## config.mk

```make
export PLATFORM = sky130hd
export DESIGN_NAME = chdr_ctrl_bridge
export DESIGN_NICKNAME = d
export VERILOG_FILES = /design/src/hdl/rfnoc_chdr_pkg.sv /design/src/hdl/rfnoc_ctrl_pkg.sv /design/src/hdl/axis_chdr_if.sv /design/src/hdl/chdr_ctrl_bridge.sv /design/src/hdl/chdr_ctrl_extract.sv /design/src/hdl/chdr_reg_slice.sv /design/src/hdl/ctrl_chdr_frame.sv
export VERILOG_INCLUDE_DIRS = /design/src /design/src/hdl
export SDC_FILE = /design/constraint.sdc
export NUM_CORES = 1
export LEC_CHECK = 0
export BUFFER_PORTS_ARGS = -buffer_cell sky130_fd_sc_hd__buf_2
export CAP_MARGIN = 20
export CORE_ASPECT_RATIO = 1.4
export CORE_MARGIN = 2
export CORE_UTILIZATION = 50
export CTS_BUF_LIST = sky130_fd_sc_hd__clkbuf_4 sky130_fd_sc_hd__clkbuf_8
export DETAILED_ROUTE_END_ITERATION = 6
export PLACE_DENSITY = 0.75
export REMOVE_ABC_BUFFERS = 1
export SYNTH_ARGS = -nofsm -noshare
export SYNTH_HDL_FRONTEND = slang
export SYNTH_SLANG_ARGS = --single-unit
```

## constraint.sdc

```tcl
create_clock -name rfnoc_chdr_clk -period 4.7 [get_ports rfnoc_chdr_clk]
set_input_delay 1.175 -clock rfnoc_chdr_clk [delete_from_list [all_inputs] [get_ports rfnoc_chdr_clk]]
set_output_delay 1.175 -clock rfnoc_chdr_clk [all_outputs]
set_load 0.05 [all_outputs]
```

## src/hdl/chdr_ctrl_settings.svh

```systemverilog
// Bus width settings shared by the CHDR to AXIS-Control bridge
`ifndef CHDR_CTRL_SETTINGS_SVH
`define CHDR_CTRL_SETTINGS_SVH

// CHDR line width in bits
`define CHDR_W 64

// AXIS-Control word width in bits
`define CTRL_W 32

`endif

```

## src/hdl/rfnoc_chdr_pkg.sv

```systemverilog
// CHDR types, header layout and header pack/unpack helpers
`include "chdr_ctrl_settings.svh"

package rfnoc_chdr_pkg;

  typedef logic [`CHDR_W-1:0] chdr_word_t;
  typedef logic [15:0]        chdr_len_t;
  typedef logic [15:0]        chdr_seq_t;
  typedef logic [15:0]        chdr_epid_t;
  typedef logic [6:0]         chdr_nmdata_t;

  typedef enum logic [2:0] {
    CHDR_PKT_MGMT       = 3'd0,
    CHDR_PKT_STRS       = 3'd1,
    CHDR_PKT_STRC       = 3'd2,
    CHDR_PKT_CTRL       = 3'd4,
    CHDR_PKT_DATA_NO_TS = 3'd6,
    CHDR_PKT_DATA_TS    = 3'd7
  } chdr_pkt_type_e;

  typedef struct packed {
    logic [5:0]     flags;
    chdr_pkt_type_e pkt_type;
    chdr_nmdata_t   num_mdata;
    chdr_seq_t      seq_num;
    chdr_len_t      length;
    chdr_epid_t     dst_epid;
  } chdr_header_t;

  // Field LSB positions within the 64-bit header line
  localparam int HDR_FLAGS_LSB  = 58;
  localparam int HDR_TYPE_LSB   = 55;
  localparam int HDR_NMDATA_LSB = 48;
  localparam int HDR_SEQ_LSB    = 32;
  localparam int HDR_LEN_LSB    = 16;
  localparam int HDR_EPID_LSB   = 0;

  function automatic chdr_header_t chdr_build_header(
    input logic [5:0]     flags,
    input chdr_pkt_type_e pkt_type,
    input chdr_nmdata_t   num_mdata,
    input chdr_seq_t      seq_num,
    input chdr_len_t      length,
    input chdr_epid_t     dst_epid
  );
    chdr_header_t hdr;
    hdr.flags     = flags;
    hdr.pkt_type  = pkt_type;
    hdr.num_mdata = num_mdata;
    hdr.seq_num   = seq_num;
    hdr.length    = length;
    hdr.dst_epid  = dst_epid;
    return hdr;
  endfunction

  function automatic chdr_word_t chdr_pack_header(input chdr_header_t hdr);
    chdr_word_t word;
    word = '0;
    word[HDR_FLAGS_LSB  +: 6]  = hdr.flags;
    word[HDR_TYPE_LSB   +: 3]  = hdr.pkt_type;
    word[HDR_NMDATA_LSB +: 7]  = hdr.num_mdata;
    word[HDR_SEQ_LSB    +: 16] = hdr.seq_num;
    word[HDR_LEN_LSB    +: 16] = hdr.length;
    word[HDR_EPID_LSB   +: 16] = hdr.dst_epid;
    return word;
  endfunction

  function automatic chdr_header_t chdr_unpack_header(input chdr_word_t word);
    chdr_header_t hdr;
    hdr.flags     = word[HDR_FLAGS_LSB +: 6];
    hdr.pkt_type  = chdr_pkt_type_e'(word[HDR_TYPE_LSB +: 3]);
    hdr.num_mdata = word[HDR_NMDATA_LSB +: 7];
    hdr.seq_num   = word[HDR_SEQ_LSB +: 16];
    hdr.length    = word[HDR_LEN_LSB +: 16];
    hdr.dst_epid  = word[HDR_EPID_LSB +: 16];
    return hdr;
  endfunction

endpackage

```

## src/hdl/rfnoc_ctrl_pkg.sv

```systemverilog
// AXIS-Control word types and helpers for the first packed control line
`include "chdr_ctrl_settings.svh"

package rfnoc_ctrl_pkg;

  import rfnoc_chdr_pkg::*;

  typedef logic [`CTRL_W-1:0] ctrl_word_t;
  typedef logic [3:0]         ctrl_ndata_t;

  typedef struct packed {
    logic        has_time;
    ctrl_ndata_t num_data;
    chdr_epid_t  epid;
  } ctrl_line_info_t;

  // Control words within one CHDR line, low half first
  function automatic ctrl_word_t ctrl_lo_word(input chdr_word_t line);
    return line[`CTRL_W-1:0];
  endfunction

  function automatic ctrl_word_t ctrl_hi_word(input chdr_word_t line);
    return line[2*`CTRL_W-1:`CTRL_W];
  endfunction

  // First line holds control header word 0 low and word 1 high
  function automatic ctrl_line_info_t ctrl_get_line_info(input chdr_word_t line);
    ctrl_line_info_t info;
    info.has_time = line[30];
    info.num_data = line[23:20];
    info.epid     = line[`CTRL_W +: 16];
    return info;
  endfunction

  // 8 header bytes plus 4 bytes per control word
  function automatic chdr_len_t ctrl_chdr_len(input ctrl_line_info_t info);
    chdr_len_t nwords;
    nwords = 16'd3 + (info.has_time ? 16'd2 : 16'd0) + {12'd0, info.num_data};
    return 16'd8 + (nwords << 2);
  endfunction

endpackage

```

## src/hdl/axis_chdr_if.sv

```systemverilog
// AXI-Stream bundle for one 64-bit CHDR link
`timescale 1ns/1ps

interface axis_chdr_if;

  import rfnoc_chdr_pkg::*;

  chdr_word_t tdata;
  logic       tlast;
  logic       tvalid;
  logic       tready;

  modport master (
    output tdata, tlast, tvalid,
    input  tready
  );

  modport slave (
    input  tdata, tlast, tvalid,
    output tready
  );

endinterface

```

## src/hdl/chdr_ctrl_bridge.sv

```systemverilog
// CHDR to AXIS-Control bridge top level with register slices on both CHDR ports
`timescale 1ns/1ps

module chdr_ctrl_bridge (
  input  logic                       rfnoc_chdr_clk,
  input  logic                       rfnoc_chdr_rst,
  // CHDR in
  input  rfnoc_chdr_pkg::chdr_word_t i_chdr_tdata,
  input  logic                       i_chdr_tlast,
  input  logic                       i_chdr_tvalid,
  output logic                       o_chdr_tready,
  // CHDR out
  output rfnoc_chdr_pkg::chdr_word_t o_chdr_tdata,
  output logic                       o_chdr_tlast,
  output logic                       o_chdr_tvalid,
  input  logic                       i_chdr_tready,
  // Control in
  input  rfnoc_ctrl_pkg::ctrl_word_t i_ctrl_tdata,
  input  logic                       i_ctrl_tlast,
  input  logic                       i_ctrl_tvalid,
  output logic                       o_ctrl_tready,
  // Control out
  output rfnoc_ctrl_pkg::ctrl_word_t o_ctrl_tdata,
  output logic                       o_ctrl_tlast,
  output logic                       o_ctrl_tvalid,
  input  logic                       i_ctrl_tready
);

  axis_chdr_if chdr_port_in_if ();
  axis_chdr_if chdr_in_if ();
  axis_chdr_if chdr_out_if ();
  axis_chdr_if chdr_port_out_if ();

  // ------------------------------------------------
  // CHDR port wiring
  // ------------------------------------------------
  assign chdr_port_in_if.tdata  = i_chdr_tdata;
  assign chdr_port_in_if.tlast  = i_chdr_tlast;
  assign chdr_port_in_if.tvalid = i_chdr_tvalid;
  assign o_chdr_tready          = chdr_port_in_if.tready;

  assign o_chdr_tdata            = chdr_port_out_if.tdata;
  assign o_chdr_tlast            = chdr_port_out_if.tlast;
  assign o_chdr_tvalid           = chdr_port_out_if.tvalid;
  assign chdr_port_out_if.tready = i_chdr_tready;

  // ------------------------------------------------
  // CHDR to control
  // ------------------------------------------------
  chdr_reg_slice in_slice (
    .i_clk (rfnoc_chdr_clk),
    .i_rst (rfnoc_chdr_rst),
    .s     (chdr_port_in_if),
    .m     (chdr_in_if)
  );

  chdr_ctrl_extract u_extract (
    .rfnoc_chdr_clk (rfnoc_chdr_clk),
    .rfnoc_chdr_rst (rfnoc_chdr_rst),
    .s_chdr         (chdr_in_if),
    .o_ctrl_tdata   (o_ctrl_tdata),
    .o_ctrl_tlast   (o_ctrl_tlast),
    .o_ctrl_tvalid  (o_ctrl_tvalid),
    .i_ctrl_tready  (i_ctrl_tready)
  );

  // ------------------------------------------------
  // Control to CHDR
  // ------------------------------------------------
  ctrl_chdr_frame u_frame (
    .rfnoc_chdr_clk (rfnoc_chdr_clk),
    .rfnoc_chdr_rst (rfnoc_chdr_rst),
    .i_ctrl_tdata   (i_ctrl_tdata),
    .i_ctrl_tlast   (i_ctrl_tlast),
    .i_ctrl_tvalid  (i_ctrl_tvalid),
    .o_ctrl_tready  (o_ctrl_tready),
    .m_chdr         (chdr_out_if)
  );

  chdr_reg_slice out_slice (
    .i_clk (rfnoc_chdr_clk),
    .i_rst (rfnoc_chdr_rst),
    .s     (chdr_out_if),
    .m     (chdr_port_out_if)
  );

endmodule

```

## src/hdl/chdr_ctrl_extract.sv

```systemverilog
// CHDR to AXIS-Control path: strips header and metadata, splits lines into words
`timescale 1ns/1ps

module chdr_ctrl_extract (
  input  logic                    rfnoc_chdr_clk,
  input  logic                    rfnoc_chdr_rst,
  axis_chdr_if.slave              s_chdr,
  output rfnoc_ctrl_pkg::ctrl_word_t o_ctrl_tdata,
  output logic                    o_ctrl_tlast,
  output logic                    o_ctrl_tvalid,
  input  logic                    i_ctrl_tready
);

  import rfnoc_chdr_pkg::*;
  import rfnoc_ctrl_pkg::*;

  typedef enum logic [1:0] {
    ST_HEADER,
    ST_MDATA,
    ST_BODY
  } state_t;

  state_t       state;
  chdr_nmdata_t mdata_cnt;
  chdr_len_t    words_left;
  logic         half;
  chdr_header_t in_hdr;
  chdr_len_t    payload_words;
  logic         skip_high;
  logic         line_done;
  logic         chdr_xfer;
  logic         ctrl_xfer;

  // ------------------------------------------------
  // Header decode
  // ------------------------------------------------
  assign in_hdr = chdr_unpack_header(s_chdr.tdata);

  // Payload bytes = length - header - metadata, 4 bytes per word
  assign payload_words =
    (in_hdr.length - 16'd8 - {6'd0, in_hdr.num_mdata, 3'd0}) >> 2;

  // ------------------------------------------------
  // 64 to 32 splitter
  // ------------------------------------------------
  // Odd count: final line carries only its low word
  assign skip_high = !half && (words_left == 16'd1);
  assign line_done = half || skip_high;

  assign o_ctrl_tvalid = (state == ST_BODY) && s_chdr.tvalid;
  assign o_ctrl_tdata  = half ? ctrl_hi_word(s_chdr.tdata) : ctrl_lo_word(s_chdr.tdata);
  assign o_ctrl_tlast  = s_chdr.tlast && line_done;

  // Header and metadata lines are consumed without output
  assign s_chdr.tready = (state == ST_BODY) ? (i_ctrl_tready && line_done) : 1'b1;

  assign chdr_xfer = s_chdr.tvalid && s_chdr.tready;
  assign ctrl_xfer = o_ctrl_tvalid && i_ctrl_tready;

  // ------------------------------------------------
  // Packet FSM
  // ------------------------------------------------
  always_ff @(posedge rfnoc_chdr_clk) begin
    if (rfnoc_chdr_rst) begin
      state      <= ST_HEADER;
      mdata_cnt  <= '0;
      words_left <= '0;
      half       <= 1'b0;
    end else begin
      if (ctrl_xfer) begin
        half       <= !line_done;
        words_left <= words_left - 16'd1;
      end
      if (chdr_xfer) begin
        case (state)
          ST_HEADER: begin
            mdata_cnt  <= in_hdr.num_mdata - 7'd1;
            words_left <= payload_words;
            half       <= 1'b0;
            // Early tlast means a truncated packet, drop it
            if (!s_chdr.tlast) begin
              state <= (in_hdr.num_mdata == 7'd0) ? ST_BODY : ST_MDATA;
            end
          end
          ST_MDATA: begin
            mdata_cnt <= mdata_cnt - 7'd1;
            if (s_chdr.tlast) begin
              state <= ST_HEADER;
            end else if (mdata_cnt == 7'd0) begin
              state <= ST_BODY;
            end
          end
          ST_BODY: begin
            if (s_chdr.tlast) begin
              state <= ST_HEADER;
            end
          end
          default: begin
            state <= ST_HEADER;
          end
        endcase
      end
    end
  end

endmodule

```

## src/hdl/chdr_reg_slice.sv

```systemverilog
// One-entry AXI-Stream register slice for a CHDR link
`timescale 1ns/1ps

module chdr_reg_slice (
  input  logic        i_clk,
  input  logic        i_rst,
  axis_chdr_if.slave  s,
  axis_chdr_if.master m
);

  import rfnoc_chdr_pkg::*;

  chdr_word_t data_q;
  logic       last_q;
  logic       full_q;
  logic       s_xfer;

  // ------------------------------------------------
  // Handshake
  // ------------------------------------------------
  // Accept when empty, or when the held beat leaves this cycle
  assign s.tready = !full_q || m.tready;
  assign s_xfer   = s.tvalid && s.tready;

  assign m.tvalid = full_q;
  assign m.tdata  = data_q;
  assign m.tlast  = last_q;

  // ------------------------------------------------
  // Storage
  // ------------------------------------------------
  always_ff @(posedge i_clk) begin
    if (i_rst) begin
      full_q <= 1'b0;
    end else if (s_xfer) begin
      full_q <= 1'b1;
    end else if (m.tready) begin
      full_q <= 1'b0;
    end
  end

  always_ff @(posedge i_clk) begin
    if (s_xfer) begin
      data_q <= s.tdata;
      last_q <= s.tlast;
    end
  end

endmodule

```

## src/hdl/ctrl_chdr_frame.sv

```systemverilog
// AXIS-Control to CHDR path: packs word pairs and prepends a control header
`timescale 1ns/1ps

module ctrl_chdr_frame (
  input  logic                       rfnoc_chdr_clk,
  input  logic                       rfnoc_chdr_rst,
  input  rfnoc_ctrl_pkg::ctrl_word_t i_ctrl_tdata,
  input  logic                       i_ctrl_tlast,
  input  logic                       i_ctrl_tvalid,
  output logic                       o_ctrl_tready,
  axis_chdr_if.master                m_chdr
);

  import rfnoc_chdr_pkg::*;
  import rfnoc_ctrl_pkg::*;

  typedef enum logic {
    ST_HEADER,
    ST_BODY
  } state_t;

  ctrl_word_t      lo_q;
  logic            lo_full;
  chdr_word_t      line_q;
  logic            line_last_q;
  logic            line_valid_q;
  state_t          state;
  chdr_seq_t       seq_q;
  ctrl_line_info_t info;
  chdr_word_t      hdr_word;
  logic            in_xfer;
  logic            line_take;
  logic            out_xfer;

  // ------------------------------------------------
  // 32 to 64 packer
  // ------------------------------------------------
  assign line_take     = line_valid_q && m_chdr.tready && (state == ST_BODY);
  assign o_ctrl_tready = !line_valid_q || line_take;
  assign in_xfer       = i_ctrl_tvalid && o_ctrl_tready;

  always_ff @(posedge rfnoc_chdr_clk) begin
    if (rfnoc_chdr_rst) begin
      lo_full      <= 1'b0;
      line_valid_q <= 1'b0;
    end else begin
      if (line_take) begin
        line_valid_q <= 1'b0;
      end
      if (in_xfer) begin
        if (lo_full) begin
          lo_full      <= 1'b0;
          line_valid_q <= 1'b1;
        end else if (i_ctrl_tlast) begin
          line_valid_q <= 1'b1;
        end else begin
          lo_full <= 1'b1;
        end
      end
    end
  end

  always_ff @(posedge rfnoc_chdr_clk) begin
    if (in_xfer) begin
      if (lo_full) begin
        line_q      <= {i_ctrl_tdata, lo_q};
        line_last_q <= i_ctrl_tlast;
      end else if (i_ctrl_tlast) begin
        // Odd last word, upper half padded with zeros
        line_q      <= {ctrl_word_t'(0), i_ctrl_tdata};
        line_last_q <= 1'b1;
      end else begin
        lo_q <= i_ctrl_tdata;
      end
    end
  end

  // ------------------------------------------------
  // Header builder
  // ------------------------------------------------
  // line_q holds the first packed line while in ST_HEADER
  assign info     = ctrl_get_line_info(line_q);
  assign hdr_word = chdr_pack_header(chdr_build_header(
    6'd0, CHDR_PKT_CTRL, 7'd0, seq_q, ctrl_chdr_len(info), info.epid));

  assign m_chdr.tvalid = line_valid_q;
  assign m_chdr.tdata  = (state == ST_HEADER) ? hdr_word : line_q;
  assign m_chdr.tlast  = (state == ST_BODY) && line_last_q;
  assign out_xfer      = m_chdr.tvalid && m_chdr.tready;

  // ------------------------------------------------
  // Output FSM and sequence counter
  // ------------------------------------------------
  always_ff @(posedge rfnoc_chdr_clk) begin
    if (rfnoc_chdr_rst) begin
      state <= ST_HEADER;
      seq_q <= '0;
    end else if (out_xfer) begin
      case (state)
        ST_HEADER: state <= ST_BODY;
        ST_BODY: begin
          if (m_chdr.tlast) begin
            state <= ST_HEADER;
            seq_q <= seq_q + 16'd1;
          end
        end
        default: state <= ST_HEADER;
      endcase
    end
  end

endmodule

```

# ---- Word-level counts from Yosys, hierarchy flattened
# Cells that the tools add are included.
dict set report word_totals {
  register_bits 274
}
dict set report op_classes {
  n_addsub 9
  eq_ne 6
  mux 33
  bitwise 3
  n_reduce_logical 32
}
# operator n
set op_table {}
lappend op_table {{two-way mux 64 bit} 2}
lappend op_table {{two-way mux 16 bit} 3}
lappend op_table {{two-way mux 48 bit} 1}
lappend op_table {{two-way mux 32 bit} 1}
lappend op_table {{two-way mux 1 bit} 17}
lappend op_table {{adder 16 x 1 -> 16 bit (second input constant)} 1}
lappend op_table {{adder 4 x 16 -> 16 bit (first input constant)} 1}
lappend op_table {{equality test 16 x 1 -> 1 bit (second input constant)} 1}
lappend op_table {{subtractor 16 x 1 -> 16 bit (second input constant)} 1}
lappend op_table {{subtractor 16 x 10 -> 16 bit} 1}
lappend op_table {{subtractor 16 x 4 -> 16 bit (second input constant)} 1}
lappend op_table {{adder 14 x 4 -> 14 bit} 1}
lappend op_table {{adder 2 x 14 -> 14 bit (first input constant)} 1}
lappend op_table {{zero test 7 bit} 2}
lappend op_table {{case mux 7 bit (2 select lines)} 1}
lappend op_table {{subtractor 7 x 1 -> 7 bit (second input constant)} 2}
lappend op_table {{two-way mux 2 bit} 6}
lappend op_table {{logical AND 1 bit} 11}
lappend op_table {{nonzero test 2 bit} 4}
lappend op_table {{case mux 2 bit (3 select lines)} 1}
lappend op_table {{AND reduction 3 bit} 2}
lappend op_table {{zero test 1 bit} 5}
lappend op_table {{logical OR 1 bit} 4}
lappend op_table {{!= test 2 bit (second input constant)} 2}
lappend op_table {{other kinds (8)} 11}

# ---- Longest topological paths before layout
dict set report depth {
  word_depth 8
  ltp_mapped 10
  mapped_depth_nobuf 10
}

# ---- By module
# From an unflattened synthesis, not the netlist that was laid out.
dict set report hier_totals {
  hier_cells 870
  hier_area_um2 11913.9
}
# module instances cells_per_inst area_per_inst_um2 seq_area_each_um2
set modules_own_cells {}
lappend modules_own_cells {ctrl_chdr_frame 1 368 5142.4 3293.2}
lappend modules_own_cells {chdr_reg_slice 2 70 2006.9 1971.9}
lappend modules_own_cells {chdr_ctrl_extract 1 362 2757.6 520.5}

# ---- Least setup slack after synthesis
# Ideal clock, no wire load.
dict set report synth_path {
  kind {input -> register}
  start {input i_chdr_tready}
  end {register u_frame.line_last_q, enable pin}
  setup_time_ns 0.488
  t_arrival_ns 4.702
  t_required_ns 4.212
  setup_slack_ns -0.490
  stages 5
  cell_sequence {nand2b_1 -> nand2_1 -> nand2_1 -> nand2_1 -> nor2_1}
}
dict set report synth_between {
  elab_chain_len 6
}
# item line_no
set synth_lines {}
lappend synth_lines {{start: declaration} chdr_ctrl_bridge.sv:16} ;# input logic i_chdr_tready,
lappend synth_lines {{logical OR 1 bit} chdr_reg_slice.sv:22} ;# assign s.tready = !full_q || m.tready;
lappend synth_lines {{logical AND 1 bit (2 in a row)} ctrl_chdr_frame.sv:38} ;# assign line_take = line_valid_q && m_chdr.tready && (state == ST_BODY);
lappend synth_lines {{logical OR 1 bit} ctrl_chdr_frame.sv:39} ;# assign o_ctrl_tready = !line_valid_q || line_take;
lappend synth_lines {{net o_ctrl_tready} chdr_ctrl_bridge.sv:21} ;# output logic o_ctrl_tready,
lappend synth_lines {{logical AND 1 bit} ctrl_chdr_frame.sv:40} ;# assign in_xfer = i_ctrl_tvalid && o_ctrl_tready;
lappend synth_lines {{AND reduction 2 bit (no source line)} n/a}
lappend synth_lines {{end signal: assignment} ctrl_chdr_frame.sv:67} ;# line_last_q <= i_ctrl_tlast;
lappend synth_lines {{end: declaration} ctrl_chdr_frame.sv:25} ;# logic line_last_q;
# The timed path passes the listed nets, and every way through them passes these cells.
# A chain may end at the register's enable or synchronous reset.

# ---- Worst setup path after layout
dict set report layout_path {
  start {register u_extract.words_left[4]}
  end {output o_chdr_tready}
}
dict set report layout_between {
  elab_chain_len 6
}
# item line_no
set layout_lines {}
lappend layout_lines {{start: declaration} chdr_ctrl_extract.sv:25} ;# chdr_len_t words_left;
lappend layout_lines {{start signal: assignment} chdr_ctrl_extract.sv:72} ;# words_left <= words_left - 16'd1;
lappend layout_lines {{start signal: assignment} chdr_ctrl_extract.sv:78} ;# words_left <= payload_words;
lappend layout_lines {{equality test 16 x 1 -> 1 bit} chdr_ctrl_extract.sv:47} ;# assign skip_high = !half && (words_left == 16'd1);
lappend layout_lines {{logical AND 1 bit} chdr_ctrl_extract.sv:47}
lappend layout_lines {{logical OR 1 bit} chdr_ctrl_extract.sv:48} ;# assign line_done = half || skip_high;
lappend layout_lines {{logical AND 1 bit} chdr_ctrl_extract.sv:55} ;# assign s_chdr.tready = (state == ST_BODY) ? (i_ctrl_tready && line_done) : 1'b1;
lappend layout_lines {{two-way mux 1 bit} chdr_ctrl_extract.sv:55}
lappend layout_lines {{logical OR 1 bit} chdr_reg_slice.sv:22}
lappend layout_lines {{end: declaration} chdr_ctrl_bridge.sv:11} ;# output logic o_chdr_tready,
# Every way passes these cells.

==> qor.txt <==
Post-Route Skew -> 0.0440 ns
root buffer cell -> clkbuf_8
status -> finished, final reports clean
initial core utilization -> 50.7%
die area -> 0.0247 sq mm
endpoint class of the critical path -> output port
Worst Setup Start Kind -> flop
number of synthesized flops with an enable pin -> 227
slack of the critical path -> 0.946 ns
critical path class -> flop to output port
worst-path fanout max -> 4
setup TNS -> 0 ns
Synth Register Bits -> 274
Hold Buf Count CTS -> 0
Data arrival, critical path -> 2.58 ns
worst skew pair latency -> 0.55 ns
sequential fraction of the synthesis area -> 66.2%
relative slew slack -> 27.5%
Final min period -> 3.75 ns
Final HPWL DP -> 16200 um
Post-CTS Setup Bufs -> 0
Overflow after GRT -> 0
Power Density -> 394 mW/mm^2
drt initial violations -> 463
number of placement rows -> 66
count of final setup violators -> 0
Slew @ Worst Pin -> 1.08 ns
I/O Pins -> 206
max cap viols -> 0
cts bufs inserted -> 42
post-cts gate resize count -> 0
Die H -> 185 um
Layout area overhead -> 18.6%
initial antenna violation count -> 2
maximum vdd drop -> 0.000378 V
total track usage -> 19.1%
largest net degree at the start of global routing -> 67
Synth cell types -> 58
Final nets -> 1204
leading area contributor after synthesis -> edfxtp_1
async set-or-reset flop fraction in the synthesized netlist -> 0%
TritonRoute pass-1 iters -> 6
average wire per standard cell -> 16.8 um
leakage -> 0.00529 uW
DP Area -> 0.0131 sq mm
vias -> 7365
Longest Clk Path Bufs -> 3
fmax -> 0.266 GHz
share of the synthesized area in the top cell type -> 58.1%
GP Congestion -> 0.886
share of cells above drive strength 1 -> 34.3%
Filler Cell Count -> 1857
Clk pin slew, worst setup/hold paths -> 0.06 ns
Vias/cell -> 5.20
Mapped Avg Cell Area -> 13.7 sq um
Synth area leaders -> edfxtp_1, mux2_2, dfxtp_1
Mapped Area -> 0.0117 sq mm
chip width -> 133 um
Fin. Hold Viols -> 0
drc violations -> 0
Critical Path RT -> 3.52 ns
total power -> 5480 uW
antenna viol nets, final -> 0
first-pass GRT wire length -> 37200 um
Hold Path Class -> flop to flop
vias in the first global route -> 7515
clk sink count -> 274
warning count from the yosys run -> 0
RSZ-0062 raised after global routing -> no
Synth Flop Type -> edfxtp_1
final instance area -> 0.0139 sq mm
Post-Syn Instances -> 855
core area -> 0.0231 sq mm
pre-CTS setup slack -> 1.45 ns
Buffers on Ports -> 205
final wirelength -> 23800 um
WHS -> 0.506 ns
CTS tree -> done
final slew viol count -> 0
H-tree depth -> 2
fin crit share -> 79.9%
[per-layer routing]
layer | wire (um) | GRT usage [%]
met1 | 8830 | 20.6
met2 | 12300 | 34.6
met3 | 1950 | 6.16
met4 | 720 | 7.53
met5 | 0 | 0
[flip-flops by register name, indices dropped and copies added (netlist names)]
name                   flops
out_slice.m.tvalid         1
u_frame.line_last_q        1
u_extract.words_left      16
u_frame.lo_full            1
out_slice.m.tdata         64
u_extract.mdata_cnt        7
u_frame.m_chdr.tvalid      1
out_slice.m.tlast          1
u_extract.state            2
u_frame.state              1
u_frame.seq_q             16
in_slice.m.tdata          64
u_frame.line_q            64
u_extract.half             1
in_slice.m.tvalid          1
u_frame.lo_q              32
in_slice.m.tlast           1
[Yosys cell counts, types with 3 or more instances]
library cell,n
edfxtp_1,227
mux2_2,85
and2_1,61
nor2_1,56
dfxtp_1,47
nand2_1,43
inv_1,38
o21ai_0,33
a21oi_1,26
clkbuf_1,25
ha_1,25
nor3_1,21
xor2_1,21
xnor2_1,18
a211oi_1,12
nand3_1,9
mux2i_1,7
nand4_1,7
or3_1,7
buf_2,6
nand2b_1,6
nor2b_1,6
o211ai_1,5
o21a_1,5
o22ai_1,5
buf_1,4
nor3_2,4
nor4_1,4
a21o_1,3
a31oi_1,3
and3_1,3
nor3b_1,3
[report_power, final]
group / internal, uW / switching, uW
Combinational: 243 / 467
Clock: 998 / 906
Sequential: 2800 / 70.7
Total: 4040 / 1440
[cell usage in the layout, fill, tap and decap left out, types with 3 or more instances in the layout]
cell type | Yosys | layout
edfxtp_1 | 227 | 227
buf_2 | 6 | 205
mux2_2 | 85 | 85
and2_1 | 61 | 60
nor2_1 | 56 | 55
dfxtp_1 | 47 | 44
nand2_1 | 43 | 43
clkbuf_8 | 0 | 43
inv_1 | 38 | 38
o21ai_0 | 33 | 33
a21oi_1 | 26 | 26
ha_1 | 25 | 25
xor2_1 | 21 | 21
nor3_1 | 21 | 20
xnor2_1 | 18 | 18
clkinv_1 | 0 | 16
a211oi_1 | 12 | 12
clkbuf_4 | 0 | 10
nand3_1 | 9 | 9
mux2i_1 | 7 | 7
nand4_1 | 7 | 7
or3_1 | 7 | 7
nand2b_1 | 6 | 6
nor3_2 | 4 | 5
nor2b_1 | 6 | 5
o211ai_1 | 5 | 5
o21a_1 | 5 | 5
o22ai_1 | 5 | 5
clkinv_2 | 0 | 5
nor4_1 | 4 | 4
buf_4 | 1 | 4
a31oi_1 | 3 | 3
nor3b_1 | 3 | 3
and3_1 | 3 | 3
a21o_1 | 3 | 3
dfxtp_2 | 0 | 3
[per-stage QoR]
stage | std cells | util (%)
after floorplan | 819 | -
after global placement | 1336 | 56.6
after detailed placement | 1336 | 56.6
after CTS | 1414 | 60.1
after global routing | 1416 | 60.1
final | 1416 | 60.1
[final timing paths]
| kind | startpoint | endpoint | slack, ns | cells after the start |
|---|---|---|---|---|
| hold / removal | u_frame.line_q[57] | out_slice.m.tdata[57] | 0.51 | 1 |
| setup / recovery | u_extract.words_left[4] | o_chdr_tready | 0.95 | 6 |
| setup reg to reg | u_extract.words_left[4] | in_slice.m.tdata[6] | 1.74 | 6 |
| hold reg to reg | u_frame.line_q[57] | out_slice.m.tdata[57] | 0.51 | 1 |
[final cells by class]
class	instances	area, sq um	area share, %
multi-input combinational	507	3700	26.6
antenna	2	5.00	0.0360
clock buffer	53	667	4.80
clock inverter	25	150	1.08
sequential	274	7760	55.8
tap	306	383	2.75
inverter	38	143	1.03
timing repair buffer	211	1100	7.88
[worst max-delay path, cell delays in order (launching register included)]
cell and delay, ns:
dfxtp_1 0.34, nor3_2 0.29, nand4b_1 0.25, o21bai_1 0.47, a21boi_0 0.32, inv_1 0.10
buf_2 0.26
[cells by family after synthesis]
group | count (synthesis) | synth area share [%]
muxes | 92 | 8.76
adders and majority gates | 26 | 2.84
xor gates and xnor gates | 39 | 2.91
buffers and inverters | 74 | 2.47
DFF | 274 | 66.2
AOI/OAI and AO/OA | 106 | 5.69
and+or+nand+nor | 244 | 11.2
(Power assumes the default switching activity.)
